File: config.mk
export PLATFORM = sky130hd
export DESIGN_NAME = lane_select
export DESIGN_NICKNAME = d
export VERILOG_FILES = /design/src/hw/isa_pkg.sv /design/src/hw/core_pkg.sv /design/src/hw/lane_select.sv
export VERILOG_INCLUDE_DIRS = /design/src /design/src/hw
export SDC_FILE = /design/constraint.sdc
export NUM_CORES = 2
export LEC_CHECK = 0
export BUFFER_PORTS_ARGS = -buffer_cell sky130_fd_sc_hd__buf_2
export CORE_AREA = 3 3 558 560
export DETAILED_ROUTE_END_ITERATION = 8
export DIE_AREA = 0 0 561 563
export GPL_ROUTABILITY_DRIVEN = 0
export PLACE_DENSITY = 0.3
export SYNTH_ARGS = -nofsm -noshare
export SYNTH_HDL_FRONTEND = slang
export SYNTH_SLANG_ARGS = --single-unit
File: constraint.sdc
create_clock -name vclk -period 6.1
set_input_delay 1.22 -clock vclk [all_inputs]
set_output_delay 1.22 -clock vclk [all_outputs]
set_load 0.01 [all_outputs]
File: src/hw/mt_config.svh
`ifndef MT_CONFIG_SVH
`define MT_CONFIG_SVH

// hardware threads sharing the stage
`define MT_NUM_THREADS 4

`define MT_NUM_LANES 3   // alus
`define MT_QUEUE_DEPTH 3 // entries per thread

// data and pc width
`define MT_XLEN 32

`endif

File: src/hw/isa_pkg.sv
package isa_pkg;

	typedef struct packed {
		logic [6:0] funct7;
		logic [4:0] rs2;
		logic [4:0] rs1;
		logic [2:0] funct3;
		logic [4:0] rd;
		logic [6:0] opcode;
	} r_fmt_t;

	typedef struct packed {
		logic       imm12;
		logic [5:0] imm10_5;
		logic [4:0] rs2;
		logic [4:0] rs1;
		logic [2:0] funct3;
		logic [3:0] imm4_1;
		logic       imm11; // sits where rd lives in r view
		logic [6:0] opcode;
	} b_fmt_t;

	// one word, two decodings
	typedef union packed {
		r_fmt_t r;
		b_fmt_t b;
	} instr_u;

	localparam logic [6:0] OPC_OP     = 7'b0110011;
	localparam logic [6:0] OPC_BRANCH = 7'b1100011;

	localparam logic [2:0] F3_ADD_SUB = 3'b000;
	localparam logic [2:0] F3_XOR     = 3'b100;
	localparam logic [2:0] F3_OR      = 3'b110;
	localparam logic [2:0] F3_AND     = 3'b111;
	localparam logic [2:0] F3_BEQ     = 3'b000;
	localparam logic [2:0] F3_BNE     = 3'b001;

	localparam logic [6:0] F7_BASE = 7'b0000000;
	localparam logic [6:0] F7_SUB  = 7'b0100000; // also the alt bit of sra

	typedef enum logic [2:0] {
		OP_NONE,
		OP_ADD,
		OP_SUB,
		OP_AND,
		OP_OR,
		OP_XOR,
		OP_BEQ,
		OP_BNE
	} lane_op_e;

endpackage

File: src/hw/core_pkg.sv
`include "mt_config.svh"

package core_pkg;

	// one extra code beyond the last thread marks an idle lane
	typedef logic [$clog2(`MT_NUM_THREADS + 1)-1:0] thread_id_t;

	localparam thread_id_t TID_IDLE = thread_id_t'(`MT_NUM_THREADS);

	typedef struct packed {
		logic                valid;
		logic [`MT_XLEN-1:0] pc;
		isa_pkg::instr_u     ins;
		logic [`MT_XLEN-1:0] op1; // value of rs1
		logic [`MT_XLEN-1:0] op2; // value of rs2
	} decode_bundle_t;

	typedef decode_bundle_t queue_entry_t; // stored as presented

	typedef struct packed {
		logic                wen;
		logic [4:0]          rd;
		logic [`MT_XLEN-1:0] data;
	} wb_t;

	typedef struct packed {
		logic                en;
		logic [`MT_XLEN-1:0] addr;
	} jump_t;

	typedef struct packed {
		queue_entry_t entry;
		thread_id_t   tid;
	} lane_issue_t;

	typedef struct packed {
		logic       valid;
		thread_id_t tid;
		wb_t        wb;
		jump_t      jump;
	} lane_result_t;

endpackage

File: src/hw/lane_select.sv
`timescale 1ns/1ps
`include "mt_config.svh"

module lane_select (
	input  core_pkg::decode_bundle_t    decode       [`MT_NUM_THREADS],
	input  core_pkg::queue_entry_t      heads        [`MT_NUM_THREADS],
	input  logic [`MT_NUM_THREADS-1:0]  empty,
	input  core_pkg::thread_id_t        dispatch_sel [`MT_NUM_LANES],
	output core_pkg::lane_issue_t       issue        [`MT_NUM_LANES],
	output logic [`MT_NUM_THREADS-1:0]  dispatched
);

	logic [$clog2(`MT_NUM_THREADS)-1:0] slot [`MT_NUM_LANES];

	always_comb begin
		for (int l = 0; l < `MT_NUM_LANES; l++) begin
			slot[l] = dispatch_sel[l][$clog2(`MT_NUM_THREADS)-1:0];
		end
	end

	always_comb begin
		dispatched = '0;
		for (int l = 0; l < `MT_NUM_LANES; l++) begin
			issue[l].entry = '0; // idle lane issues nothing valid
			issue[l].tid   = dispatch_sel[l];
			if (dispatch_sel[l] != core_pkg::TID_IDLE) begin
				if (empty[slot[l]]) begin
					issue[l].entry = decode[slot[l]]; // bypass
				end else begin
					issue[l].entry = heads[slot[l]];
				end
				dispatched[slot[l]] = 1'b1;
			end
		end
	end

endmodule

======== After elaboration in Yosys (flattened, before gate mapping) ========
Index checks and enable logic that the tools add are counted.
cells by class
  $lt $le $gt $ge ......................... 9
  equal/unequal tests ..................... 3
  muxes and demuxes ....................... 39
  bitwise gates (word level) .............. 5
  reduce and logical (&&, ||, !) cells .... 3
operators with widths
  kind                  count
  $mux W129             18
  $bmux W129 S2         6
  $mux W4               3
  $ge A3 B3 Y1 const B  3
  $lt A2 B3 Y1 const B  3
  $ne A3 B3 Y1 const B  3
  $not A2 Y3            3
  $or A4 B4 Y4          2
  $bmux W1 S2           3
  $demux W1 S2          3
  $ge A2 B1 Y1 const B  3
  $mux W1               6
  $logic_and A1 B1 Y1   3
storage, ports and cells
  register bits after elaboration ......... 0
  bits of input ports ..................... 1045
  output and inout port bits .............. 400

======== Logic depth before layout (Yosys ltp) ========
  depth in word-level cells ............... 9
  depth in mapped cells ................... 6
  depth with buffers taken out ............ 3

======== Least setup slack after synthesis ========
Ideal clock, no wire load.
  path type ............................... input -> output
  start point ............................. in dispatch_sel[3] in the netlist's numbering
  end point ............................... out issue[209] in the netlist's numbering
  arrival time ............................ 2.436 ns
  path slack .............................. 2.444 ns
  stages on the path ...................... 6
  cell sequence ........................... mux4_2 buf_2 buf_6 buf_4 mux2i_1 nor2_1
RTL lines
  element          RTL line          source
  start, declared  lane_select.sv:8  input core_pkg::thread_id_t dispatch_sel [`MT_NUM_LANES],
  end, declared    lane_select.sv:9  output core_pkg::lane_issue_t issue [`MT_NUM_LANES],

==> results <==
- The run finished with clean final reports.
- Counting instances in the post-synthesis netlist gives the leading cell types as 777 x mux4_2, 387 x mux2i_1, 387 x nor2_1.
- Fill cells in the final layout number 35330.
- The post-CTS resize count is 0.
- The library cell with the largest summed area after synthesis is mux4_2.
- The post-detailed-route via-to-cell ratio is 3.838.
- The number of remaining DRC errors is 0.
- The critical path goes through buf_8 -> mux4_4 -> buf_4 -> buf_4 -> mux2i_1 -> nor2_1 -> buf_2.
- The total detailed-routing wirelength is 266.3 mm.
- The most frequent cell on the critical path is buf_4.
- Setup slack on the critical path of the routed design comes to 0.5616 ns.
- The share of cells above drive strength 1 is 0.7452.
- STA classifies the critical path startpoint as an input port.
- In this run the tightest slew margin relative to its limit is 0.1085.
- Dividing the detail-routed wire length by the instance count gives 36.88 um.
- The total number of nets in the final design is 4128.
- The total count of hold-check failures in the final report was 0.
- The final-report max-slew violation count is 0.
- The final worst hold slack is 2.775 ns.
- The worst setup path is captured at a primary output.
- The yosys synthesis warning count is 0.
- The critical path buffer and inverter count is 4.
- Summed over all cells, the static leakage comes to 14.42 nW.
- The first TritonRoute pass finished after 5 iterations.
- The actual slew at the worst max-slew pin is 1.337 ns.
- After floorplanning, the core was divided into 203 placement rows.
- The x dimension of the die is 561 um.
- The count of different cell masters after synthesis is 18.
- The die outline area is 315800 um^2.
- The first global-routing pass estimated roughly 330 mm of wire.
- Synthesis produced about 1800 cells.
- The die is 563 um tall.
- The initial antenna violation count came to 242.
- The number of hold buffers added after cts is 0.
- After synthesis the cells add up to 24510 um^2.
- The count of flip-flops and latches is 0.
- The fraction of the core area covered by cells at the end of the flow is 0.1187.
- The max-cap check violation count is 0.
- For this design the ratio of total power to cell area is 115.9 nW/um^2.
- The critical path is of the in2out type.
- Sorting the synthesized cells by area gives the leading types as mux4_2 71%, mux2i_1 16%, nor2_1 5.9%, buf_2 2.0%, buf_6 1.7%.
- The final worst-path cycle share is 0.9079.
- On the critical path the largest part of the delay comes from buffers and inverters.
- The area growth from synthesis to layout is 48.32%.
- The share of synthesized area in the top cell type comes to 0.7139.
- The fraction of the yosys area taken by sequential cells is 0.
- Timing would allow up to 180.6 MHz.
- The total negative slack for setup checks is 0 ns.
- The number of global-route vias before repair was approximately 28000.
- The data required time of the worst path is about 4.9 ns.
- In this run the count of I/O pins placed on the die edge is approximately 1400.
- The pin count of the biggest net entering global routing is just over 80.
- The time the worst path needs with I/O delays and setup is roughly 5.5 ns.
- During placement, the flow inserted port buffers numbering 1445.
- Setup violations remaining at the end of the flow were counted as 0.
- After the first detailed-routing iteration, the DRC count stood at 2540.
- The total congestion overflow is 0.
- The maximum fanout count along the critical path is 29.
- The average cell area after synthesis is 13.35 um^2.
- The delay of the slowest cell on the worst path is 0.64 ns.
- The register area is 0 um^2.
- In the finished layout, the clock tree contains a buffer count of 0.
- IR analysis of the VDD net gives a maximum drop of 0.00009270 V.
- In the post-synthesis netlist, the cell with the most instances is mux4_2.
- The path type of the worst min-delay path is in2out.
- Setup repair after global routing left no endpoint under its margin.
- For this block, the via count after detailed routing is 27710.
- The estimated wirelength of the detail-placed design is 232.2 mm.
- Across every metal layer, demand over resource in global routing totals 0.1600.
- The multi-input combinational cells in the finished layout cover a total of 22940 um^2.
- OpenSTA, run right after detailed placement, puts the worst setup slack at ~0.24 ns.
- The number of nets in the synthesized netlist is between 2000 and 3000.
- The library cell contributing the largest single delay on the critical path is mux4_4.
- The core region area is 306300 um^2.
- Buffers added to address setup during post-CTS repair amount to 0.
- The count of nets left with antenna violations once routing finished came out at 0.
- The data arrival time of the critical path is 4.32 ns.
- For this configuration, the core starts out at a cell density of 0.08002.
==> final cells by class <==
| type | instances | area share |
|---|---|---|
| inverters | 3 | 0.0003097 |
| diodes | 39 | 0.002684 |
| multi-input cells | 1563 | 0.6310 |
| repair buffers | 1515 | 0.2249 |
| well taps | 4100 | 0.1411 |
==> path summary, 6_finish.rpt <==
| path | slack (ns) | end | cells after the start | start |
|---|---|---|---|---|
| worst min-delay path | 2.77 | issue[2] | 2 | dispatch_sel[2] |
| worst max-delay path | 0.56 | issue[62] | 7 | dispatch_sel[1] |
==> power breakdown <==
part / internal (mW) / total (mW) / switching, mW
sequential: 0 / 0 / 0
clock: 0.000000866 / 0.000000866 / 0
combinational: 1.70 / 4.21 / 2.51
total: 1.70 / 4.21 / 2.51
==> metrics by stage <==
stage	instance area, um^2	power (mW)	instances
floorplan	24510	2.020	1836
global placement	36240	4.302	7180
detailed placement	36260	4.306	7181
CTS	36260	4.321	7181
global route	36320	4.465	7204
finish	36360	4.213	7220
==> per-layer routing <==
layer | up-vias | share of wire | track usage | wire length (um)
li1 | 10530 | - | - | -
met1 | 14680 | 0.39 | 0.1910 | 103000
met2 | 1855 | 0.47 | 0.2696 | 126200
met3 | 468 | 0.11 | 0.06961 | 30240
met4 | 180 | 0.021 | 0.02380 | 5719
met5 | - | 0.0045 | 0 | 1190
==> kinds of logic (layout without fill, tap and decap cells) <==
logic type	count (synthesis)	in the layout	synth area share
compound gates	3	3	0.001174
buf+inv	273	1518	0.06513
mux	1164	1164	0.8719
other cells	0	39	0
simple gates	396	396	0.06176
==> layout by cell type (no fill, tap or decap), drive strengths merged <==
cell	Yosys	layout
nor2	387	387
o221ai	1	1
nor2b	1	1
mux4	777	777
buf	185	1515
nand2b	1	1
diode	0	39
or3	1	1
nor3b	3	3
inv	3	3
a222oi	1	1
mux2i	387	387
a221o	1	1
nor3	3	3
No activity file was read; power rests on OpenSTA's default activity.
