===== config.mk =====
export PLATFORM = sky130hd
export DESIGN_NAME = exec_lane
export DESIGN_NICKNAME = d
export VERILOG_FILES = /design/src/hw/isa_pkg.sv /design/src/hw/core_pkg.sv /design/src/hw/exec_lane.sv
export VERILOG_INCLUDE_DIRS = /design/src /design/src/hw
export SDC_FILE = /design/constraint.sdc
export NUM_CORES = 1
export LEC_CHECK = 0
export ABC_CLOCK_PERIOD_IN_PS = 4100
export BUFFER_PORTS_ARGS = -buffer_cell sky130_fd_sc_hd__clkbuf_2
export CORE_MARGIN = 4
export CORE_UTILIZATION = 35
export DETAILED_ROUTE_END_ITERATION = 7
export GPL_ROUTABILITY_DRIVEN = 0
export SETUP_SLACK_MARGIN = 0.05
export SYNTH_ARGS = -nofsm -noshare
export SYNTH_HDL_FRONTEND = slang
export SYNTH_SLANG_ARGS = --single-unit
export TNS_END_PERCENT = 10

===== constraint.sdc =====
create_clock -name vclk -period 4.1
set_input_delay 0.82 -clock vclk [all_inputs]
set_output_delay 0.82 -clock vclk [all_outputs]
set_load 0.005 [all_outputs]

===== src/hw/mt_config.svh =====
`ifndef MT_CONFIG_SVH
`define MT_CONFIG_SVH

// hardware threads sharing the stage
`define MT_NUM_THREADS 4

`define MT_NUM_LANES 3   // alus
`define MT_QUEUE_DEPTH 3 // entries per thread

// data and pc width
`define MT_XLEN 32

`endif


===== src/hw/isa_pkg.sv =====
package isa_pkg;

	typedef struct packed {
		logic [6:0] funct7;
		logic [4:0] rs2;
		logic [4:0] rs1;
		logic [2:0] funct3;
		logic [4:0] rd;
		logic [6:0] opcode;
	} r_fmt_t;

	typedef struct packed {
		logic       imm12;
		logic [5:0] imm10_5;
		logic [4:0] rs2;
		logic [4:0] rs1;
		logic [2:0] funct3;
		logic [3:0] imm4_1;
		logic       imm11; // sits where rd lives in r view
		logic [6:0] opcode;
	} b_fmt_t;

	// one word, two decodings
	typedef union packed {
		r_fmt_t r;
		b_fmt_t b;
	} instr_u;

	localparam logic [6:0] OPC_OP     = 7'b0110011;
	localparam logic [6:0] OPC_BRANCH = 7'b1100011;

	localparam logic [2:0] F3_ADD_SUB = 3'b000;
	localparam logic [2:0] F3_XOR     = 3'b100;
	localparam logic [2:0] F3_OR      = 3'b110;
	localparam logic [2:0] F3_AND     = 3'b111;
	localparam logic [2:0] F3_BEQ     = 3'b000;
	localparam logic [2:0] F3_BNE     = 3'b001;

	localparam logic [6:0] F7_BASE = 7'b0000000;
	localparam logic [6:0] F7_SUB  = 7'b0100000; // also the alt bit of sra

	typedef enum logic [2:0] {
		OP_NONE,
		OP_ADD,
		OP_SUB,
		OP_AND,
		OP_OR,
		OP_XOR,
		OP_BEQ,
		OP_BNE
	} lane_op_e;

endpackage


===== src/hw/core_pkg.sv =====
`include "mt_config.svh"

package core_pkg;

	// one extra code beyond the last thread marks an idle lane
	typedef logic [$clog2(`MT_NUM_THREADS + 1)-1:0] thread_id_t;

	localparam thread_id_t TID_IDLE = thread_id_t'(`MT_NUM_THREADS);

	typedef struct packed {
		logic                valid;
		logic [`MT_XLEN-1:0] pc;
		isa_pkg::instr_u     ins;
		logic [`MT_XLEN-1:0] op1; // value of rs1
		logic [`MT_XLEN-1:0] op2; // value of rs2
	} decode_bundle_t;

	typedef decode_bundle_t queue_entry_t; // stored as presented

	typedef struct packed {
		logic                wen;
		logic [4:0]          rd;
		logic [`MT_XLEN-1:0] data;
	} wb_t;

	typedef struct packed {
		logic                en;
		logic [`MT_XLEN-1:0] addr;
	} jump_t;

	typedef struct packed {
		queue_entry_t entry;
		thread_id_t   tid;
	} lane_issue_t;

	typedef struct packed {
		logic       valid;
		thread_id_t tid;
		wb_t        wb;
		jump_t      jump;
	} lane_result_t;

endpackage


===== src/hw/exec_lane.sv =====
`timescale 1ns/1ps
`include "mt_config.svh"

module exec_lane (
	input  core_pkg::lane_issue_t  issue,
	output core_pkg::lane_result_t result
);

	isa_pkg::instr_u     ins;
	isa_pkg::lane_op_e   op;
	logic [`MT_XLEN-1:0] op1;
	logic [`MT_XLEN-1:0] op2;
	logic [`MT_XLEN-1:0] b_imm;
	logic [`MT_XLEN-1:0] alu_out;
	logic                taken;
	logic                is_branch;

	assign ins   = issue.entry.ins;
	assign op1   = issue.entry.op1;
	assign op2   = issue.entry.op2;
	assign b_imm = {{(`MT_XLEN - 12){ins.b.imm12}}, ins.b.imm11, ins.b.imm10_5,
		ins.b.imm4_1, 1'b0};

	always_comb begin
		op = isa_pkg::OP_NONE;
		case (ins.r.opcode)
			isa_pkg::OPC_OP: begin
				case ({ins.r.funct7, ins.r.funct3})
					{isa_pkg::F7_BASE, isa_pkg::F3_ADD_SUB}: op = isa_pkg::OP_ADD;
					{isa_pkg::F7_SUB, isa_pkg::F3_ADD_SUB}:  op = isa_pkg::OP_SUB;
					{isa_pkg::F7_BASE, isa_pkg::F3_AND}:     op = isa_pkg::OP_AND;
					{isa_pkg::F7_BASE, isa_pkg::F3_OR}:      op = isa_pkg::OP_OR;
					{isa_pkg::F7_BASE, isa_pkg::F3_XOR}:     op = isa_pkg::OP_XOR;
					default:                                 op = isa_pkg::OP_NONE;
				endcase
			end
			isa_pkg::OPC_BRANCH: begin
				if (ins.b.funct3 == isa_pkg::F3_BEQ) begin
					op = isa_pkg::OP_BEQ;
				end else if (ins.b.funct3 == isa_pkg::F3_BNE) begin
					op = isa_pkg::OP_BNE;
				end
			end
			default: op = isa_pkg::OP_NONE; // unsupported class
		endcase
	end

	always_comb begin
		alu_out = '0;
		taken   = 1'b0;
		case (op)
			isa_pkg::OP_ADD: alu_out = op1 + op2;
			isa_pkg::OP_SUB: alu_out = op1 - op2;
			isa_pkg::OP_AND: alu_out = op1 & op2;
			isa_pkg::OP_OR:  alu_out = op1 | op2;
			isa_pkg::OP_XOR: alu_out = op1 ^ op2;
			isa_pkg::OP_BEQ: taken = (op1 == op2);
			isa_pkg::OP_BNE: taken = (op1 != op2);
			default:         alu_out = '0;
		endcase
	end

	assign is_branch = (op == isa_pkg::OP_BEQ) || (op == isa_pkg::OP_BNE);

	always_comb begin
		result           = '0;
		result.valid     = issue.entry.valid && (op != isa_pkg::OP_NONE);
		result.tid       = issue.tid;
		result.wb.wen    = result.valid && !is_branch && (ins.r.rd != 5'd0); // x0 stays zero
		result.wb.rd     = ins.r.rd;
		result.wb.data   = alu_out;
		result.jump.en   = result.valid && taken;
		result.jump.addr = issue.entry.pc + b_imm;
	end

endmodule


# Word-level counts from Yosys, hierarchy flattened
# Index checks and enable logic that the tools add are counted.
# W data, S select, Z words.
dict set report word_totals {
  regBits 0
  latchBits 0
  ram_bits 0
  mem_bits_ro 0
  input_bits 132
  output_inout_bits 75
  n_memories 0
}
dict set report classes {
  addsub 3
  multipliers 0
  div 0
  order_cmp 0
  n_eq_ne 16
  n_shift 0
  mux 6
  bitwise_logic 3
  n_reduce_logical 10
}
# op n
set op_table {}
lappend op_table {{$pmux W32 S5} 1}
lappend op_table {{$add A32 B32 Y32} 2}
lappend op_table {{$and A32 B32 Y32} 1}
lappend op_table {{$eq A32 B32 Y1} 1}
lappend op_table {{$ne A32 B32 Y1} 1}
lappend op_table {{$or A32 B32 Y32} 1}
lappend op_table {{$sub A32 B32 Y32} 1}
lappend op_table {{$xor A32 B32 Y32} 1}
lappend op_table {{$eq A10 B3 Y1 const B} 3}
lappend op_table {{$pmux W3 S5} 1}
lappend op_table {{$eq A3 B3 Y1 const B} 4}
lappend op_table {{$eq A10 B9 Y1 const B} 1}
lappend op_table {{$logic_not A10 Y1} 1}
lappend op_table {{$eq A7 B6 Y1 const B} 1}
lappend op_table {{$eq A7 B7 Y1 const B} 1}
lappend op_table {{$eq A3 B1 Y1 const B} 2}
lappend op_table {{$eq A3 B2 Y1 const B} 2}
lappend op_table {{$mux W3} 2}
lappend op_table {{$pmux W3 S2} 1}
lappend op_table {{$reduce_bool A5 Y1} 1}
lappend op_table {{$logic_and A1 B1 Y1} 4}
lappend op_table {{$logic_not A3 Y1} 1}
lappend op_table {{$reduce_bool A3 Y1} 1}
lappend op_table {{$pmux W1 S2} 1}
lappend op_table {{2 further kinds} 2}

# Longest topological paths before layout
dict set report depth {
  word_depth 9
  mapped_depth 13
  mapped_depth_nobuf 13
}

# Worst setup path before layout
# OpenSTA, ideal clock, no wires.
dict set report synth_timing {
  path_type {input to output}
  start {input issue[11] (netlist bit)}
  end {output result[61] (netlist bit)}
  arrival_ns 3.289
  t_required_ns 3.280
  setup_slack_ns -0.009
  path_stages 12
  path_buffers 1
  path_cell_list {inv_1 -> ha_1 -> buf_6 -> or4_4 -> nor3b_4 -> o31ai_4 -> nor3_2 -> nor3_1 -> o41ai_4 -> a21boi_1 -> mux2_2 -> o21ai_1}
}
# item line_no
set synth_lines {}
lappend synth_lines {{start: declaration} exec_lane.sv:5} ;# input core_pkg::lane_issue_t issue,
lappend synth_lines {{end: declaration} exec_lane.sv:6} ;# output core_pkg::lane_result_t result

==> flow_metrics.py <==
metrics = {
    "placement": {
        "dpl_worst_slack_ns": -0.5354,
        "dp_hpwl_um": 20740,
        "place_area_um2": 9424,
        "place_inst": 1604,
        "io_buffers": 189,
    },
    "global_route": {
        "antenna_found_initial": 0,
        "grt_pass1_wl_um": 39710,
        "track_usage": 0.2273,
        "grt_remaining_overflow": 0,
        "grt_pass1_vias": 8314,
        "grt_max_degree": 20,
    },
    "drt": {
        "post_drt_wl_per_cell_um": 15.65,
        "ant_nets": 0,
        "vias": 8705,
        "drt_iter0_markers": 692,
        "drc": 0,
        "wirelength_um": 25280,
        "drt_first_pass_iters": 5,
        "viasPerCell": 5.390,
    },
    "sta": {
        "tightest_slew_ns": 0.4661,
        "post-route-period-util": 1.058,
        "fin_ws_ns": -0.2371,
        "hold_violations": 0,
        "slew_viol_final": 0,
        "whs_ns": 1.640,
        "finalSetupTns_ns": -1.457,
        "fmax_mhz": 230.6,
        "fin_crit_ns": 4.337,
        "setup_violations": 14,
        "slew_headroom": 0.6860,
        "rsz0062_at_grt": "true",
    },
    "finish": {
        "drive_gt1_frac": 0.4177,
        "fillers": 1735,
        "final_cells": 1615,
        "design.seq.count": 0,
        "clkbuf_count": 0,
        "antennaDiodeCount": 0,
        "nets": 1648,
        "seqCellArea_um2": 0,
        "syn2layout_area_growth_pct": 56.32,
        "fin_area_um2": 10120,
        "finalCoreUtilization": 0.5593,
    },
    "logic_synthesis": {
        "syn_inst": 983,
        "syn-num-nets": 1243,
        "syn_area_um2": 6471,
        "yosysUniqueCellTypes": 77,
        "yosysSeqAreaShare": 0,
        "syn_avg_cell_area_um2": 6.583,
        "ys_warn_count": 0,
    },
    "critical_path": {
        "slowest_stage": "a2111o_1",
        "startpoint_type": "input pin",
        "worstPathArrival_ns": 3.52,
        "crit_path_end_kind": "output port",
        "required_ns": 3.28,
        "worstSetupPathType": "in -> out",
        "cp_max_fo": 5,
        "path_cells": "clkbuf_2, inv_1, ha_4, nand2b_4, a221oi_2, o31a_1, a2111o_1, a221oi_2, o21ai_2, a41oi_2, nand2b_1, a211oi_2, o221ai_1, clkbuf_2",
        "slowest_delay_ns": 0.46,
        "crit_buf_inv": 3,
        "critPathTopFamily": "compound AO/OA/AOI/OAI gates",
    },
    "clocking": {
        "cts_hold_buf": 0,
    },
    "power": {
        "clkPwrFrac": 0,
        "p_sw_mw": 0.6687,
        "power.total_mw": 1.329,
        "switching_share": 0.5033,
        "seqPwrFrac": 0,
        "comb_power_share": 1.000,
        "ir_drop_mv": 0.09228,
        "p_leak_nw": 5.179,
        "internal_power_mw": 0.6600,
        "powerDensity_nw_per_um2": 131.3,
    },
    "job": {
        "cap_violations": 0,
    },
    "floorplanning": {
        "placeableCoreArea_um2": 18090,
        "start_util": 0.3578,
        "io_pins": 207,
        "die_w_um": 144.0,
        "num_rows": 49,
        "dieArea_um2": 20730,
        "dieHeight_um": 144.0,
    },
    "run_status": {
        "outcome": "complete, but fails checks",
        "violations": "setup timing",
    },
    "worst_hold_path": {
        "hold_class": "in -> out",
    },
}
[power by group through the flow]
stage / combinational (mW) / sequential (mW) / clock (mW)
finish: 1.33 / 0 / 0
global route: 1.45 / 0 / 0
CTS: 1.26 / 0 / 0
detailed placement: 1.19 / 0 / 0
global placement: 1.18 / 0 / 0
floorplan: 0.636 / 0 / 0
[what timing repair did]
item,CTS,global route
buffers inserted,7,4
setup endpoints to repair,20,33
resized for setup,62,82
gates cloned,0,0
pin swaps,37,24
[final cells by class]
class / count / area, um^2 / area share
multi-input cells: 826 / 6386 / 0.6313
inverters: 103 / 389.1 / 0.03847
well taps: 229 / 286.5 / 0.02832
repair buffers: 457 / 3054 / 0.3019
[cell usage in the layout, fill, tap and decap left out, types with 7 or more instances in the layout]
cell type  synthesis  layout
a21o_1            26      26
a21oi_1          108      98
a21oi_2            1      11
a221oi_1          12      11
a22oi_1            9       9
a31oi_1           13       8
and3_1             7       7
buf_4             10     263
buf_6              1      12
clkbuf_2           0     176
ha_1             125     107
ha_4               0      13
inv_1            103      92
inv_2              0      10
nand2_1           70      67
nand2b_1          15      13
nand3_1           22      21
nand4_1            9       9
nor2_1           107     105
nor2b_1            8       8
nor3_1            20      12
nor3_2             1       7
o211ai_1          19      19
o21ai_0           63      53
o21ai_1            4       7
o21bai_1          18      17
o221ai_1          14      13
o22ai_1            7       7
xnor2_1           26      26
xor2_1            10      10
[synth_stat cells, types with 9 or more instances]
master / n / area (um^2)
o21bai_1: 18 / 135.1
a221oi_1: 12 / 105.1
buf_4: 10 / 75.07
nand4_1: 9 / 56.30
nand2b_1: 15 / 93.84
o31ai_1: 9 / 67.56
inv_1: 103 / 386.6
o21ai_0: 63 / 315.3
a21o_1: 26 / 195.2
a22oi_1: 9 / 67.56
a21oi_1: 108 / 540.5
xor2_1: 10 / 87.58
o211ai_1: 19 / 142.6
xnor2_1: 26 / 227.7
ha_1: 125 / 1564
o221ai_1: 14 / 122.6
nor2_1: 107 / 401.6
nor3_1: 20 / 100.1
a31oi_1: 13 / 81.33
nand3_1: 22 / 110.1
nand2_1: 70 / 262.8
clkbuf_1: 35 / 131.4
[kinds of logic after synthesis]
group / after synthesis / synth area share
and+or+nand+nor: 293 / 0.2142
muxes: 5 / 0.007927
buffers and inverters: 157 / 0.09880
AOI/OAI and AO/OA: 364 / 0.3794
xor gates and xnor gates: 36 / 0.04872
adders and majority gates: 128 / 0.2510
[layer usage]
metal	track usage	vias to the layer above	part of all wire
met1	0.3173	3955	0.44
met5	0	-	0
met2	0.3844	348	0.47
li1	-	4364	-
met4	0.04063	0	0.016
met3	0.02183	38	0.072
[final timing paths]
path                  cells past startpoint  slack (ns)         end      start
worst max-delay path                     14       -0.24  result[58]   issue[9]
worst min-delay path                      0        1.64   result[0]  issue[99]
(Power assumes the default switching activity.)
