===== config.mk =====
export PLATFORM = sky130hd
export DESIGN_NAME = issue_queue
export DESIGN_NICKNAME = d
export VERILOG_FILES = /design/src/hw/isa_pkg.sv /design/src/hw/core_pkg.sv /design/src/hw/issue_queue.sv
export VERILOG_INCLUDE_DIRS = /design/src /design/src/hw
export SDC_FILE = /design/constraint.sdc
export NUM_CORES = 1
export LEC_CHECK = 0
export ABC_CLOCK_PERIOD_IN_PS = 7700
export BUFFER_PORTS_ARGS = -buffer_cell sky130_fd_sc_hd__buf_2
export CORE_MARGIN = 1
export CORE_UTILIZATION = 36
export DETAILED_ROUTE_END_ITERATION = 8
export GPL_TIMING_DRIVEN = 0
export SETUP_SLACK_MARGIN = 0.5
export SYNTH_ARGS = -nofsm -noshare
export SYNTH_HDL_FRONTEND = slang
export SYNTH_SLANG_ARGS = --single-unit

===== constraint.sdc =====
create_clock -name clk -period 7.7 [get_ports clk]
set_input_delay 1.54 -clock clk [delete_from_list [all_inputs] [get_ports clk]]
set_output_delay 1.54 -clock clk [all_outputs]
set_load 0.01 [all_outputs]

===== src/hw/mt_config.svh =====
`ifndef MT_CONFIG_SVH
`define MT_CONFIG_SVH

// hardware threads sharing the stage
`define MT_NUM_THREADS 4

`define MT_NUM_LANES 3   // alus
`define MT_QUEUE_DEPTH 3 // entries per thread

// data and pc width
`define MT_XLEN 32

`endif


===== src/hw/isa_pkg.sv =====
package isa_pkg;

	typedef struct packed {
		logic [6:0] funct7;
		logic [4:0] rs2;
		logic [4:0] rs1;
		logic [2:0] funct3;
		logic [4:0] rd;
		logic [6:0] opcode;
	} r_fmt_t;

	typedef struct packed {
		logic       imm12;
		logic [5:0] imm10_5;
		logic [4:0] rs2;
		logic [4:0] rs1;
		logic [2:0] funct3;
		logic [3:0] imm4_1;
		logic       imm11; // sits where rd lives in r view
		logic [6:0] opcode;
	} b_fmt_t;

	// one word, two decodings
	typedef union packed {
		r_fmt_t r;
		b_fmt_t b;
	} instr_u;

	localparam logic [6:0] OPC_OP     = 7'b0110011;
	localparam logic [6:0] OPC_BRANCH = 7'b1100011;

	localparam logic [2:0] F3_ADD_SUB = 3'b000;
	localparam logic [2:0] F3_XOR     = 3'b100;
	localparam logic [2:0] F3_OR      = 3'b110;
	localparam logic [2:0] F3_AND     = 3'b111;
	localparam logic [2:0] F3_BEQ     = 3'b000;
	localparam logic [2:0] F3_BNE     = 3'b001;

	localparam logic [6:0] F7_BASE = 7'b0000000;
	localparam logic [6:0] F7_SUB  = 7'b0100000; // also the alt bit of sra

	typedef enum logic [2:0] {
		OP_NONE,
		OP_ADD,
		OP_SUB,
		OP_AND,
		OP_OR,
		OP_XOR,
		OP_BEQ,
		OP_BNE
	} lane_op_e;

endpackage


===== src/hw/core_pkg.sv =====
`include "mt_config.svh"

package core_pkg;

	// one extra code beyond the last thread marks an idle lane
	typedef logic [$clog2(`MT_NUM_THREADS + 1)-1:0] thread_id_t;

	localparam thread_id_t TID_IDLE = thread_id_t'(`MT_NUM_THREADS);

	typedef struct packed {
		logic                valid;
		logic [`MT_XLEN-1:0] pc;
		isa_pkg::instr_u     ins;
		logic [`MT_XLEN-1:0] op1; // value of rs1
		logic [`MT_XLEN-1:0] op2; // value of rs2
	} decode_bundle_t;

	typedef decode_bundle_t queue_entry_t; // stored as presented

	typedef struct packed {
		logic                wen;
		logic [4:0]          rd;
		logic [`MT_XLEN-1:0] data;
	} wb_t;

	typedef struct packed {
		logic                en;
		logic [`MT_XLEN-1:0] addr;
	} jump_t;

	typedef struct packed {
		queue_entry_t entry;
		thread_id_t   tid;
	} lane_issue_t;

	typedef struct packed {
		logic       valid;
		thread_id_t tid;
		wb_t        wb;
		jump_t      jump;
	} lane_result_t;

endpackage


===== src/hw/issue_queue.sv =====
`timescale 1ns/1ps
`include "mt_config.svh"

module issue_queue (
	input  logic                     clk,
	input  logic                     rst,
	input  core_pkg::decode_bundle_t decode,
	input  logic                     dispatched,
	input  core_pkg::wb_t            wb,
	input  logic                     jump_en,
	output core_pkg::queue_entry_t   head,
	output logic                     empty
);

	core_pkg::queue_entry_t q      [`MT_QUEUE_DEPTH];
	core_pkg::queue_entry_t fq     [`MT_QUEUE_DEPTH]; // q with writeback applied
	core_pkg::queue_entry_t sh     [`MT_QUEUE_DEPTH]; // after head removal
	core_pkg::queue_entry_t q_next [`MT_QUEUE_DEPTH];
	core_pkg::queue_entry_t incoming;
	logic                   dup;
	logic                   bypass;
	logic                   placed;

	function automatic core_pkg::queue_entry_t forward(
		input core_pkg::queue_entry_t e,
		input core_pkg::wb_t          w
	);
		core_pkg::queue_entry_t f;
		f = e;
		if (w.wen && w.rd != 5'd0) begin
			if (e.ins.r.rs1 == w.rd) begin
				f.op1 = w.data;
			end
			if (e.ins.r.rs2 == w.rd) begin
				f.op2 = w.data;
			end
		end
		return f;
	endfunction

	always_comb begin
		for (int i = 0; i < `MT_QUEUE_DEPTH; i++) begin
			fq[i] = forward(q[i], wb);
		end
		incoming = forward(decode, wb);

		// decode repeats a pc until it moves on
		dup = 1'b0;
		for (int i = 0; i < `MT_QUEUE_DEPTH; i++) begin
			if (q[i].valid && q[i].pc == decode.pc) begin
				dup = 1'b1;
			end
		end
		bypass = dispatched && !q[0].valid; // lane took decode directly

		for (int i = 0; i < `MT_QUEUE_DEPTH - 1; i++) begin
			sh[i] = dispatched ? fq[i + 1] : fq[i];
		end
		sh[`MT_QUEUE_DEPTH - 1] = fq[`MT_QUEUE_DEPTH - 1];
		if (dispatched) begin
			sh[`MT_QUEUE_DEPTH - 1].valid = 1'b0;
		end

		// valid entries stay packed at the front, so the first hole is the tail
		q_next = sh;
		placed = 1'b0;
		for (int i = 0; i < `MT_QUEUE_DEPTH; i++) begin
			if (!placed && !sh[i].valid && decode.valid && !dup && !bypass) begin
				q_next[i] = incoming;
				placed = 1'b1;
			end
		end

		if (jump_en) begin // taken branch, drop wrong path
			for (int i = 0; i < `MT_QUEUE_DEPTH; i++) begin
				q_next[i].valid = 1'b0;
			end
		end
	end

	always_ff @(posedge clk) begin
		if (!rst) begin
			for (int i = 0; i < `MT_QUEUE_DEPTH; i++) begin
				q[i].valid <= 1'b0;
			end
		end else begin
			for (int i = 0; i < `MT_QUEUE_DEPTH; i++) begin
				q[i] <= q_next[i];
			end
		end
	end

	assign head  = fq[0]; // same-cycle writeback reaches the lane too
	assign empty = !q[0].valid;

endmodule


== After elaboration in Yosys (flattened, before gate mapping) ==
Memories as Yosys holds them, arrays and structs flattened.
Index checks and enable logic that the tools add are counted.
Operators by class
  eq/ne operators: 11
  muxes and demuxes: 31
  bitwise operators: 3
  reduce and logical (&&, ||, !) cells: 25
Operators with widths (number)
  2-to-1 mux 129 bit: 5
  2-to-1 mux 32 bit: 8
  2-to-1 mux 64 bit: 4
  equality test 32 bit: 3
  equality test 5 bit: 8
  logical AND 1 bit: 16
  2-to-1 mux 1 bit: 14
  zero test 1 bit: 8
  nonzero test 5 bit: 1
  bitwise OR 1 bit: 3
Storage, ports and cells
  register bits: 0
  bits in writable memories: 387
  input port bits: 171
  output and inout bits: 130
  memories: 1
Memories
  q: depth 3, width 129, read ports 3, clocked after Yosys merged registers in 0, wr ports 3, RTL line issue_queue.sv:15  | core_pkg::queue_entry_t q [`MT_QUEUE_DEPTH];

== Longest topological paths before layout ==
An unclocked memory read counts as a cell.
  depth in word-level cells: 24
  mapped depth: 10
  depth with buffers taken out: 7

== Least setup slack after synthesis ==
Ideal clock, no wire load.
  path kind: input port to flip-flop
  start: input port decode[112] in the netlist's numbering
  end: memory q[0][193] in the netlist's numbering, enable pin
  library setup time: 0.584 ns
  data arrival time: 7.129 ns
  data required time: 7.116 ns
  setup slack: -0.013 ns
  stages on the path: 8
  cells stage by stage: xor2_1 -> nor4_1 -> nand4_1 -> o31a_1 -> nand4_2 -> buf_6 -> clkbuf_1 -> a21boi_0
RTL lines
  from (decl): RTL line issue_queue.sv:7  | input core_pkg::decode_bundle_t decode,
  to (decl): RTL line issue_queue.sv:15

==> results.txt <==
----------------------------------------------------
[Outcome]
  Run status ... finished, final reports clean

[Yosys]
  Number of flops mapped to enable cells by yosys ... around 380
  Yosys warns ... 0
  Seq cells post-synth ... 387
  Most common cell in the netlist ... sky130_fd_sc_hd__edfxtp_1
  Primary flip-flop cell chosen by synthesis mapping ... sky130_fd_sc_hd__edfxtp_1
  Top cell type by total area after synthesis ... sky130_fd_sc_hd__edfxtp_1
  Portion of the post-synthesis area used by sequential elements ... between 40% and 50%
  Area share of the leading cell type in the synthesized netlist ... between 40 and 50%
  Synth Instances ... about 2100
  Leading post-synthesis cells by instance count ... 384 x sky130_fd_sc_hd__edfxtp_1, 234 x sky130_fd_sc_hd__nand2_1, 194 x sky130_fd_sc_hd__mux2i_1
  Cell types with the largest area share after synthesis ... sky130_fd_sc_hd__edfxtp_1 48%, sky130_fd_sc_hd__mux2_2 9.0%, sky130_fd_sc_hd__mux2i_1 8.1%
  Netlist cell types ... 42
  Mean post-synth cell area ... between 10 and 15 um^2
  Summed instance area of the synthesized netlist ... around 24000 um^2
  Net count after synthesis ... between 2000 and 2500
  Fraction of registers with async set or reset after synthesis ... 0%

[Floorplanning]
  Die footprint ... about 68000 um^2
  Initial core utilization ... between 30 and 40%
  Io pins ... between 300 and 400
  Core ar. ... 65900 um^2
  Die span in y ... between 200 and 300 um
  Site row count ... 94
  Die Span X ... between 200 and 300 um

[STA]
  Max-Slew Margin vs Limit ... 16.8%
  Final setup violating endpoints ... 0
  Setup repair after global routing missed its margin ... false
  Final Cycle Share ... approximately four fifths
  Max-slew violation count ... 0
  Setup clock skew after layout ... 0.0349 ns
  Setup Total Neg Slack ... 0 ns
  WHS ... between 0.5 and 0.6 ns
  Number of hold violations in the final report ... 0
  Least-Margin Pin Slew ... 1.24 ns
  Post-route minimum period ... 6.15 ns
  Achievable clock frequency ... between 0.15 and 0.2 GHz

[Clock network]
  # H-tree levels ... 2
  Number of buffers added to fix hold violations after cts ... 0
  Worst-Skew Late Latency ... 0.60 ns
  Count of buffers added by post-CTS timing repair for setup ... 0
  CTS buffer count ... 44
  Post-cts resize count ... 0
  Clock tree root buffer cell ... sky130_fd_sc_hd__clkbuf_16
  Maximum clock path buffer count ... 3
  Count of clock tree sinks ... 387
  Clock-pin slew on the worst setup and hold paths ... ~0.06 ns
  TritonCTS clock tree ... yes

[GRT]
  Grt ovf ... 0
  Initial antenna violation count ... 3
  First-pass GRT wire length ... roughly 120000 um
  Met1 track demand over resource ... between 30% and 40%
  Global router's overall resource usage ... between 20% and 30%
  Busiest layer in global routing ... met2
  Met3 routing resource usage after global routing ... under 10%
  Met2 Resource Use GR ... roughly two fifths
  Via count of the first global-routing pass ... about 19000
  Pin count of the biggest net entering global routing ... 105

[Drt]
  Number of vias per cell ... around 5.7
  Total wire length after detailed routing ... a little over 80000 um
  First-iteration detailed-routing DRC count ... a little under 2000
  Remaining routing DRC violations ... 0
  1st-pass router iterations ... 5
  Remaining antenna violation count ... 0
  Total number of vias ... ~19000
  Post-DR wirelength/cell ... 24.3 um

[Placement]
  Buffers added on ports ... 263
  Placed wire-length estimate ... around 58000 um
  Routability cong. ... around 0.89
  Number of instances in the placed design ... between 3000 and 4000

[Power]
  Largest vdd supply drop ... 0.128 mV
  Total Power ... approximately 5.4 mW
  Power Density ... 194 nW/um^2
  Static leakage power ... between 10 and 15 nW

[Cells and area]
  Largest registers ... q x387
  Layout Nets ... 2612
  Synthesis-to-layout area growth ... 16.6%
  Flip-flop count of the largest register after layout ... 387
  Fraction of layout instances using a drive strength above 1 ... between 30% and 40%
  Biggest register ... q
  Final Non-Filler Cells ... 3341
  Final core utilization ... between 40% and 50%

[Critical path]
  Critical setup path kind ... in -> out
  Critical path capture point type ... output port
  Critical path data required time ... around 6 ns
  Biggest fanout along the worst timing path ... 10
  Critical Path Start Type ... primary input
  Data arrival time of the worst path ... 4.61 ns

[Run]
  Total of max-cap violations ... 0

[Worst hold path]
  Worst min-delay path category ... reg -> reg

----------------------------------------------------
-- critical path, stage by stage --
cell	delay [ns]
sky130_fd_sc_hd__buf_2	0.31
sky130_fd_sc_hd__or4_4	0.22
sky130_fd_sc_hd__o21ai_4	0.13
sky130_fd_sc_hd__nor4_2	1.08
sky130_fd_sc_hd__clkbuf_1	0.58
sky130_fd_sc_hd__mux2_2	0.45
sky130_fd_sc_hd__buf_4	0.14
sky130_fd_sc_hd__buf_2	0.14
-- power breakdown --
part | leakage, nW | total (mW) | internal [mW] | switching (mW)
Clock | 0.682 | 2.07 | 1.16 | 0.916
Combinational | 5.99 | 0.841 | 0.358 | 0.483
Sequential | 3.94 | 2.51 | 2.45 | 0.0645
Total | 10.6 | 5.42 | 3.96 | 1.46
-- final cells by class --
cell class	count	area, um^2
fill	6274	37900
buffer	346	1930
multi-input combinational	1388	10500
clock inverter	28	238
clock buffer	53	1130
timing repair buffer	271	1480
inverter	3	11.3
tap	864	1080
antenna	1	2.50
sequential	387	11600
-- logic make-up after synthesis --
kind of cell / count (synthesis) / synth area share [%]
muxes: 386 / 17.1
buffers and inverters: 349 / 8.08
and+or+nand+nor: 469 / 9.42
xor gates and xnor gates: 137 / 5.00
AOI/OAI and AO/OA: 396 / 12.1
DFF: 387 / 48.3
-- placed cells by master, fill, tap and decap left out, types with 4 or more instances in the layout --
cell and count:
sky130_fd_sc_hd__buf_4 150, sky130_fd_sc_hd__nor3_1 11, sky130_fd_sc_hd__clkbuf_16 44, sky130_fd_sc_hd__clkinv_2 12, sky130_fd_sc_hd__mux2i_1 194, sky130_fd_sc_hd__o221a_1 15
sky130_fd_sc_hd__buf_6 4, sky130_fd_sc_hd__clkbuf_1 158, sky130_fd_sc_hd__and3_1 64, sky130_fd_sc_hd__o2111ai_1 64, sky130_fd_sc_hd__xor2_1 94, sky130_fd_sc_hd__mux2_2 192
sky130_fd_sc_hd__edfxtp_1 384, sky130_fd_sc_hd__nand2_1 234, sky130_fd_sc_hd__nor4_1 20, sky130_fd_sc_hd__o21ai_0 174, sky130_fd_sc_hd__nand4_1 37, sky130_fd_sc_hd__clkinv_1 9
sky130_fd_sc_hd__o21ai_1 19, sky130_fd_sc_hd__nor2_1 5, sky130_fd_sc_hd__nand2b_1 4, sky130_fd_sc_hd__xnor2_1 43, sky130_fd_sc_hd__nand3_1 76, sky130_fd_sc_hd__o221a_2 49
sky130_fd_sc_hd__buf_16 4, sky130_fd_sc_hd__buf_1 5, sky130_fd_sc_hd__o22a_1 64, sky130_fd_sc_hd__buf_2 303
-- path summary, 6_finish.rpt --
check | endpoint | slack, ns | start | depth (start not counted)
setup / recovery | head[13] | 1.55 | wb[33] | 8
hold / removal | q[0][201]$_DFFE_PP_ | 0.56 | q[0][330]$_DFFE_PP_ | 2
hold reg to reg | q[0][201]$_DFFE_PP_ | 0.56 | q[0][330]$_DFFE_PP_ | 2
setup reg to reg | q[0][339]$_DFFE_PP_ | 3.77 | q[0][231]$_DFFE_PP_ | 10
-- per-stage QoR --
| step | setup slack (ns) | instance area (um^2) |
|---|---|---|
| 6_report | 1.55 | 28000 |
| 5_1_grt | 1.47 | 28000 |
| 4_1_cts | 1.42 | 28000 |
| 3_5_place_dp | 1.48 | 26600 |
| 3_3_place_gp | -4.74 | 26400 |
| 2_1_floorplan | 1.67 | 24000 |
-- metal layers --
layer	vias to the layer above	part of all wire (%)
li1	8545	-
met3	134	7.6
met1	9537	42
met4	0	3.1
met2	887	48
met5	-	0
No activity file was read; power rests on OpenSTA's default activity.
