### src/hw/mt_config.svh
`ifndef MT_CONFIG_SVH
`define MT_CONFIG_SVH

// hardware threads sharing the stage
`define MT_NUM_THREADS 4

`define MT_NUM_LANES 3   // alus
`define MT_QUEUE_DEPTH 3 // entries per thread

// data and pc width
`define MT_XLEN 32

`endif

### src/hw/isa_pkg.sv
package isa_pkg;

	typedef struct packed {
		logic [6:0] funct7;
		logic [4:0] rs2;
		logic [4:0] rs1;
		logic [2:0] funct3;
		logic [4:0] rd;
		logic [6:0] opcode;
	} r_fmt_t;

	typedef struct packed {
		logic       imm12;
		logic [5:0] imm10_5;
		logic [4:0] rs2;
		logic [4:0] rs1;
		logic [2:0] funct3;
		logic [3:0] imm4_1;
		logic       imm11; // sits where rd lives in r view
		logic [6:0] opcode;
	} b_fmt_t;

	// one word, two decodings
	typedef union packed {
		r_fmt_t r;
		b_fmt_t b;
	} instr_u;

	localparam logic [6:0] OPC_OP     = 7'b0110011;
	localparam logic [6:0] OPC_BRANCH = 7'b1100011;

	localparam logic [2:0] F3_ADD_SUB = 3'b000;
	localparam logic [2:0] F3_XOR     = 3'b100;
	localparam logic [2:0] F3_OR      = 3'b110;
	localparam logic [2:0] F3_AND     = 3'b111;
	localparam logic [2:0] F3_BEQ     = 3'b000;
	localparam logic [2:0] F3_BNE     = 3'b001;

	localparam logic [6:0] F7_BASE = 7'b0000000;
	localparam logic [6:0] F7_SUB  = 7'b0100000; // also the alt bit of sra

	typedef enum logic [2:0] {
		OP_NONE,
		OP_ADD,
		OP_SUB,
		OP_AND,
		OP_OR,
		OP_XOR,
		OP_BEQ,
		OP_BNE
	} lane_op_e;

endpackage

### src/hw/core_pkg.sv
`include "mt_config.svh"

package core_pkg;

	// one extra code beyond the last thread marks an idle lane
	typedef logic [$clog2(`MT_NUM_THREADS + 1)-1:0] thread_id_t;

	localparam thread_id_t TID_IDLE = thread_id_t'(`MT_NUM_THREADS);

	typedef struct packed {
		logic                valid;
		logic [`MT_XLEN-1:0] pc;
		isa_pkg::instr_u     ins;
		logic [`MT_XLEN-1:0] op1; // value of rs1
		logic [`MT_XLEN-1:0] op2; // value of rs2
	} decode_bundle_t;

	typedef decode_bundle_t queue_entry_t; // stored as presented

	typedef struct packed {
		logic                wen;
		logic [4:0]          rd;
		logic [`MT_XLEN-1:0] data;
	} wb_t;

	typedef struct packed {
		logic                en;
		logic [`MT_XLEN-1:0] addr;
	} jump_t;

	typedef struct packed {
		queue_entry_t entry;
		thread_id_t   tid;
	} lane_issue_t;

	typedef struct packed {
		logic       valid;
		thread_id_t tid;
		wb_t        wb;
		jump_t      jump;
	} lane_result_t;

endpackage

### src/hw/result_route.sv
`timescale 1ns/1ps
`include "mt_config.svh"

module result_route (
	input  logic                   clk,
	input  logic                   rst,
	input  core_pkg::lane_result_t results [`MT_NUM_LANES],
	output core_pkg::wb_t          wb      [`MT_NUM_THREADS],
	output core_pkg::jump_t        jump    [`MT_NUM_THREADS]
);

	logic [$clog2(`MT_NUM_THREADS)-1:0] slot [`MT_NUM_LANES];

	always_comb begin
		for (int l = 0; l < `MT_NUM_LANES; l++) begin
			slot[l] = results[l].tid[$clog2(`MT_NUM_THREADS)-1:0];
		end
	end

	// one register stage, every output lives for a single cycle
	always_ff @(posedge clk) begin
		for (int t = 0; t < `MT_NUM_THREADS; t++) begin
			wb[t]   <= '0;
			jump[t] <= '0;
		end
		if (rst) begin
			for (int l = 0; l < `MT_NUM_LANES; l++) begin
				if (results[l].valid) begin // idle lanes never valid
					wb[slot[l]]   <= results[l].wb;
					jump[slot[l]] <= results[l].jump;
				end
			end
		end
	end

endmodule

### config.mk
export PLATFORM = sky130hd
export DESIGN_NAME = result_route
export DESIGN_NICKNAME = d
export VERILOG_FILES = /design/src/hw/isa_pkg.sv /design/src/hw/core_pkg.sv /design/src/hw/result_route.sv
export VERILOG_INCLUDE_DIRS = /design/src /design/src/hw
export SDC_FILE = /design/constraint.sdc
export NUM_CORES = 1
export LEC_CHECK = 0
export BUFFER_PORTS_ARGS = -buffer_cell sky130_fd_sc_hd__buf_4
export CORE_AREA = 2 2 201 203
export DETAILED_ROUTE_END_ITERATION = 16
export DIE_AREA = 0 0 203 205
export PLACE_DENSITY = 0.64
export SLEW_MARGIN = 20
export SYNTH_ARGS = -nofsm -noshare
export SYNTH_HDL_FRONTEND = slang
export SYNTH_SLANG_ARGS = --single-unit
### constraint.sdc
create_clock -name clk -period 2.3 [get_ports clk]
set_input_delay 0 -clock clk [delete_from_list [all_inputs] [get_ports clk]]
set_output_delay 0 -clock clk [all_outputs]
set_load 0.01 [all_outputs]
Word level (Yosys, flattened, before mapping)
Cells that the tools add are included.

storage, ports and cells
  bits of input ports = 227
  logic and storage cells = 60
  bits in registers = 284
  output and inout bits = 284

operators by class
  magnitude comparators = 6
  bitwise gates (word level) = 5
  mux-type cells = 26
  reduce and logical (&&, ||, !) cells = 3

operators by type and width
  cell                number
  $mux 152            5
  $mux 132            5
  $bwmux 152          2
  $bwmux 132          2
  $demux 38 s2        3
  $demux 33 s2        3
  $and 152x152->152   1
  $and 132x132->132   1
  $mux 38             3
  $mux 33             3
  $ge 3x3->1 const B  3
  $lt 3x1->1 const B  3
  $not 2->3           3
  $logic_and 1x1->1   3

Logic depth before layout (Yosys ltp)
Gate-level depths: netlist (run 1).

  depth in word-level cells = 13
  mapped depth = 6
  gate-level depth less buffers = 3

Least setup slack after synthesis (run 1)
OpenSTA, ideal clock, no wires.

  path type = input -> register
  start point = in results[71] (netlist bit)
  end point = reg jump[125] (netlist bit)
  stages on the path = 6
  arrival = 1,014 ps
  slack = 1,153 ps
  cells stage by stage = or3b_1 > clkbuf_1 > buf_2 > clkbuf_1 > o21ai_0 > a21oi_1

on the way
  longest elaborated chain between the ends = 7
  elaborated cells on any way between the ends = 8

RTL lines
  what                                                                   RTL line            source
  start, declared                                                        result_route.sv:7   input core_pkg::lane_result_t results [`MT_NUM_LANES],
  $not 2->3 (implied by the code) *                                      result_route.sv:30  jump[slot[l]] <= results[l].jump;
  $ge 3x3->1 (implied by the code) / $lt 3x1->1 (equally long branches)  result_route.sv:30
  $logic_and 1x1->1 (implied by the code)                                result_route.sv:30
  $mux 33 (implied by the code)                                          result_route.sv:30
  $demux 33 s2 *                                                         result_route.sv:30
  $bwmux 132 *                                                           result_route.sv:30
  $mux 132 *                                                             result_route.sv:28  if (results[l].valid) begin
  end signal, assigned by index                                          result_route.sv:30
  end, declared                                                          result_route.sv:9   output core_pkg::jump_t jump [`MT_NUM_THREADS]

Mark *: on every way between the ends. The rest lies on a longest branch, timed or not.
A chain may end at the register's enable or synchronous reset.

Worst setup path in the final report (run 1)
  start point = in results[72] (netlist bit)
  end point = reg jump[76] (netlist bit)

Same word-level chain as after synthesis.

==> results of run 1 <==
-- Yosys cell counts --
master    count  share of area [%]
nor3b_1       1              0.058
nand2b_1      4               0.19
nand2_1     144                4.2
or3b_1        1              0.068
nand3_1       1              0.039
o21ai_0     284                 11
and3_1        1              0.049
buf_2        13               0.51
buf_6        11               0.96
clkbuf_1    171                5.0
buf_1         3              0.087
or2_2         1              0.049
or2_1         1              0.049
a21oi_1     284                 11
dfxtp_1     284                 44
nand3b_1      2               0.12
buf_4         4               0.23
and3b_1       2               0.14
o32a_1      284                 22
-- what timing repair did --
item	in CTS	in global routing
hold endpoints to repair	284	0
setup endpoints to repair	0	4
setup buffers	0	4
resized for setup	0	1
hold buffers	371	0
-- layout make-up --
type	instances	share of cell area, %
Sequential cell	284	25.8
Clock buffer	50	4.78
Antenna cell	2	0.0227
Tap cell	525	2.98
Clock inverter	9	0.357
Timing Repair Buffer	923	37.1
Multi-Input combinational cell	1010	29.0
-- tightest hold or removal path, delay by kind of cell --
kind,cells,cell delay (ns)
AND/OR/NAND/NOR,1,0.18
buffers and inverters,1,0.16
AO/OA/AOI/OAI,2,0.22
-- state kept, by name, summed over array words and instances, names as in the netlist --
register  flops
wb          152
jump        132
-- through the flow --
| stage | worst slack (ns) | power [uW] |
|---|---|---|
| floorplan | 1.15 | 6450 |
| global placement | 0.744 | 7650 |
| detailed placement | 0.783 | 7670 |
| CTS | 0.0994 | 13600 |
| global route | 0.0966 | 14100 |
| finish | 0.0725 | 13700 |
-- how the worst max path moves through the flow --
| stage | depth (start not counted) | start | to |
|---|---|---|---|
| after floorplan | 6 | results[71] | jump[125]$_SDFF_PN0_ |
| after global placement | 5 | results[224] | wb[70]$_SDFF_PN0_ |
| after detailed placement | 5 | results[222] | jump[95]$_SDFF_PN0_ |
| after CTS | 8 | results[72] | wb[100]$_SDFF_PN0_ |
| after global routing | 9 | results[72] | jump[76]$_SDFF_PN0_ |
| final | 9 | results[72] | jump[76]$_SDFF_PN0_ |
-- layer usage --
| layer | vias to the layer above | routed length [microns] |
|---|---|---|
| met2 | 1329 | 31500 |
| met5 | - | 0 |
| met3 | 326 | 7540 |
| li1 | 7327 | - |
| met1 | 7820 | 25300 |
| met4 | 0 | 4090 |
-- cell families after synthesis --
logic type | after synthesis | synth area share [%]
AO/OA/AOI/OAI | 852 | 44.1
AND/OR/NAND/NOR | 158 | 4.95
flip-flops | 284 | 44.1
buffers and inverters | 202 | 6.77
-- power breakdown --
part | internal, uW | total, uW | switching (uW)
combinational | 1420 | 2910 | 1490
clock | 3290 | 5520 | 2230
sequential | 5180 | 5270 | 96.2
==> impl_metrics.tcl, run 1 <==
set metrics [dict create \
    seq_area_sq_um 5690 \
    coreArea_sq_um 39400 \
    syn_inst 1496 \
    fin_crit_ns 2.23 \
    leakage_uw 0.00883 \
    use_met3_pct 8.29 \
    hold_depth 4 \
    yosysUniqueCellTypes 19 \
    timing.hold.ws_ns 0.0617 \
    initial_core_util_pct 32.7 \
    htree_levels 2 \
    path_cells "dlygate4sd3_1 -> buf_4 -> nand3b_1 -> buf_4 -> buf_12 -> o21ai_0 -> dlygate4sd3_1 -> a21oi_1 -> dlygate4sd3_1" \
    drt_iter0_drc 1648 \
    critical_path_arrival_ns 2.66 \
    die_w_microns 203 \
    dieArea_sq_um 41600 \
    die-height_microns 205 \
    drcViolationCount 0 \
    crit_type "in -> reg" \
    layout.cells.non_filler 2803 \
    gr-total-overflow 0 \
    grt_max_degree 143 \
    area_growth_pct 71.4 \
    clock_tree.root_cell "clkbuf_16" \
    cap_violations 0 \
    grt_usage_pct 30.6 \
    slew_headroom_pct 54.4 \
    grt_use_met1_pct 36.2 \
    path_common_cell "dlygate4sd3_1" \
    place_hpwl_mm 38.5 \
    io_pins 511 \
    hold_path_class "in -> reg" \
    vias 16800 \
    slew_violations 0 \
    max_freq_mhz 449 \
    antenna_found_initial 2 \
    cts_made_buffers 34 \
    final-hold-violation-count 0 \
    fin_setup_tns_ns 0 \
    n_fill_cell 3341 \
    crit_path_max_fanout 52 \
    tritoncts "built" \
    vias_per_cell 5.99 \
    yosys_warnings 0 \
    grt-busiest-layer "met2" \
    outcome "finished, final reports clean" \
    dpl_cell_area_sq_um 17200 \
    crit_buf_inv 6 \
    num_rows 73 \
    wl_mm 68.4 \
    finalInstanceArea_sq_um 22100 \
    dpl.cell_count 2364 \
    worstHoldEndpoint "jump[40]$_SDFF_PN0_" \
    clock_sinks 284 \
    start_kind "input port" \
    wire_per_inst_microns 24.4 \
    rsz0062_at_grt "false" \
    final_common_cell "buf_4" \
    cts.path.max_buffers 3 \
    worst_pin_slew_ns 0.684 \
    place.gp.congestion 0.870 \
    synthesis.nets 1723 \
    crit_slowest_cell "dlygate4sd3_1" \
    cp.required_ns 2.73 \
    io_buffers 507 \
    synth_area_sq_um 12900 \
    ant_nets 0 \
    min_from "results[147]" \
    min_period_over_period_pct 96.8 \
    end_kind "register" \
    seq_area_frac_synth_pct 44.1 \
    grt_pass1_vias 16800 \
    path_delay_family "buffers and inverters" \
    final_cell_mix "buf_4, dlygate4sd3_1" \
    cp_slowest_stage_delay_ns 0.59 \
    power.density_nw_per_um2 620 \
    drive_gt1_share_pct 27.2 \
    syn_avg_cell_area_sq_um 8.61 \
    peakVddDrop_v 0.000580 \
    setup_violations 0 \
    nNetsFinal 2480 \
    clk_pin_slew_worst_paths_ns 0.06 \
    utilization_pct 56.1 \
    grt_use_met2_pct 49.9 \
    synth-seq-cells 284 \
    grt_first_pass_wirelength_mm 98.8 \
    drt_pass1_iterations 7 \
    multi_input_area_sq_um 6410 \
]
Note: power is estimated with default switching activity, not from simulation.
==> inputs of run 2 (changes only) <==
--- a/config.mk
+++ b/config.mk
@@ -10,7 +10,7 @@
 export CORE_AREA = 2 2 201 203
 export DETAILED_ROUTE_END_ITERATION = 16
 export DIE_AREA = 0 0 203 205
-export PLACE_DENSITY = 0.64
+export PLACE_DENSITY = 0.7
 export SLEW_MARGIN = 20
 export SYNTH_ARGS = -nofsm -noshare
 export SYNTH_HDL_FRONTEND = slang
==> run 2 against run 1 <==
Via count increased by 1.3%. Critical path depth decreased by 3. Worst hold slack about the same. Critical path type unchanged.
==> impl_metrics.tcl, run 2 (same netlist as run 1, synthesis figures left out) <==
set metrics [dict create \
    outcome "finished, final reports clean" \
    max_freq_mhz 459 \
    coreArea_sq_um 39400 \
    grt_max_degree 129 \
    num_rows 73 \
    top_regs "wb (152), jump (132)" \
    drt_pass1_iterations 8 \
    hold_path_class "in -> reg" \
    clock_sinks 284 \
    cap_violations 0 \
    vias 17000 \
    drive_gt1_share_pct 27.1 \
    slew_headroom_pct 14.0 \
    grt-busiest-layer "met2" \
    end_kind "register" \
    crit_slowest_cell "dlygate4sd3_1" \
    cts_setup_buffers 0 \
    p_total_uw 14500 \
    place.gp.congestion 0.892 \
    cp_slowest_stage_delay_ns 0.60 \
    grt_first_pass_wirelength_mm 101 \
    wl_mm 68.5 \
    dieArea_sq_um 41600 \
    antenna_found_initial 3 \
    path_cells "dlygate4sd3_1 -> buf_6 -> o21ai_0 -> dlygate4sd3_1 -> a21oi_1 -> dlygate4sd3_1" \
    tritoncts "built" \
    crit_path_max_fanout 92 \
    critical_path_arrival_ns 2.66 \
    clk_pin_slew_worst_paths_ns 0.07 \
    clock_tree.root_cell "clkbuf_16" \
    area_growth_pct 72.4 \
    vias_per_cell 6.06 \
    startpoint "rst" \
    slew_violations 0 \
    min_period_over_period_pct 94.7 \
    leakage_uw 0.00891 \
    rsz0062_at_grt "false" \
    peakVddDrop_v 0.000607 \
    setup_violations 0 \
    n_fill_cell 3225 \
    start_kind "input port" \
    htree_levels 2 \
    die_w_microns 203 \
    die-height_microns 205 \
    setup_ws_ns 0.121 \
    cts_made_buffers 34 \
    dp_slack_ns 0.584 \
    gr-total-overflow 0 \
    crit_type "in -> reg" \
    io_buffers 507 \
    place_hpwl_mm 37.7 \
    drcViolationCount 0 \
    path_common_cell "dlygate4sd3_1" \
    use_met3_pct 7.73 \
    ant_nets 0 \
    drt_iter0_drc 1738 \
    final_cell_mix "buf_4, dlygate4sd3_1" \
    grt_pass1_vias 17600 \
    cp.required_ns 2.78 \
    crit_end "jump[18]$_SDFF_PN0_" \
    io_pins 511 \
    fin_setup_tns_ns 0 \
    power.density_nw_per_um2 652 \
    wire_per_inst_microns 24.4 \
    grt_use_met2_pct 52.0 \
    nNetsFinal 2482 \
    cts.path.max_buffers 3 \
    grt_usage_pct 30.9 \
    final-hold-violation-count 0 \
    top_register "wb" \
    initial_core_util_pct 32.7 \
    largest_reg_flops 152 \
    fin_crit_ns 2.18 \
    final_common_cell "buf_4" \
    worst_pin_slew_ns 1.29 \
    grt_use_met1_pct 35.1 \
]
==> run 2: changes by cell type in the layout (fill, tap and decap cells not counted), moves of 2 or more <==
cell / change
buf_12: -3
buf_4: +3
buf_6: -3
bufinv_16: +7
clkbuf_8: -2
clkinv_2: -2
diode_2: +4
dlygate4sd3_1: +5
==> run 2: worst min path at each step <==
stage,start,to,slack (ns),cells past startpoint
floorplan,results[47],wb[128]$_SDFF_PN0_,0.19,2
detailed placement,results[30],jump[96]$_SDFF_PN0_,0.31,3
global placement,results[4],jump[4]$_SDFF_PN0_,0.30,3
global route,results[71],jump[10]$_SDFF_PN0_,0.09,4
CTS,results[71],wb[33]$_SDFF_PN0_,0.04,4
finish,results[71],wb[33]$_SDFF_PN0_,0.06,4
==> run 2: timing repair <==
action | CTS | global route
resized for setup | 0 | 0
setup endpoints to repair | 0 | 2
endpoints found under the hold margin | 284 | 0
hold buffers | 376 | 0
==> run 2: final cells by class <==
class	instances	area, sq um	share of cell area [%]
repair buffers	924	8140	36.7
clock inverters	12	263	1.18
clock buffers	48	1030	4.63
well taps	525	657	2.96
multi-input cells	1011	6410	28.9
diodes	6	15.0	0.0676
flip-flops and latches	284	5690	25.6
==> run 2: where the power goes <==
| group | total, uW | internal [uW] | switching (uW) | leakage, uW |
|---|---|---|---|---|
| Combinational | 2910 | 1410 | 1500 | 0.00595 |
| Clock | 6290 | 4010 | 2290 | 0.000630 |
| Sequential | 5270 | 5180 | 97.1 | 0.00233 |
==> run 2: routing by layer <==
layer	up-vias	share of wire, %
li1	7308	-
met1	7947	36
met2	1436	47
met3	333	11
met4	0	5.5
met5	-	0
==> run 2: critical path, delay by kind of cell <==
family                 cells  cell delay [ns]
AOI/OAI and AO/OA          2             0.32
buffers and inverters      4             2.28
==> run 2: per-stage QoR <==
stage | utilization [%] | hold slack, ns | instances | area, sq um
6_report | 56.4 | 0.0620 | 2810 | 22200
4_1_cts | 56.3 | 0.0365 | 2803 | 22200
3_5_place_dp | 43.5 | 0.311 | 2367 | 17100
3_3_place_gp | 43.5 | 0.303 | 2367 | 17100
5_1_grt | 56.4 | 0.0867 | 2807 | 22200
2_1_floorplan | - | 0.192 | 1496 | 12900
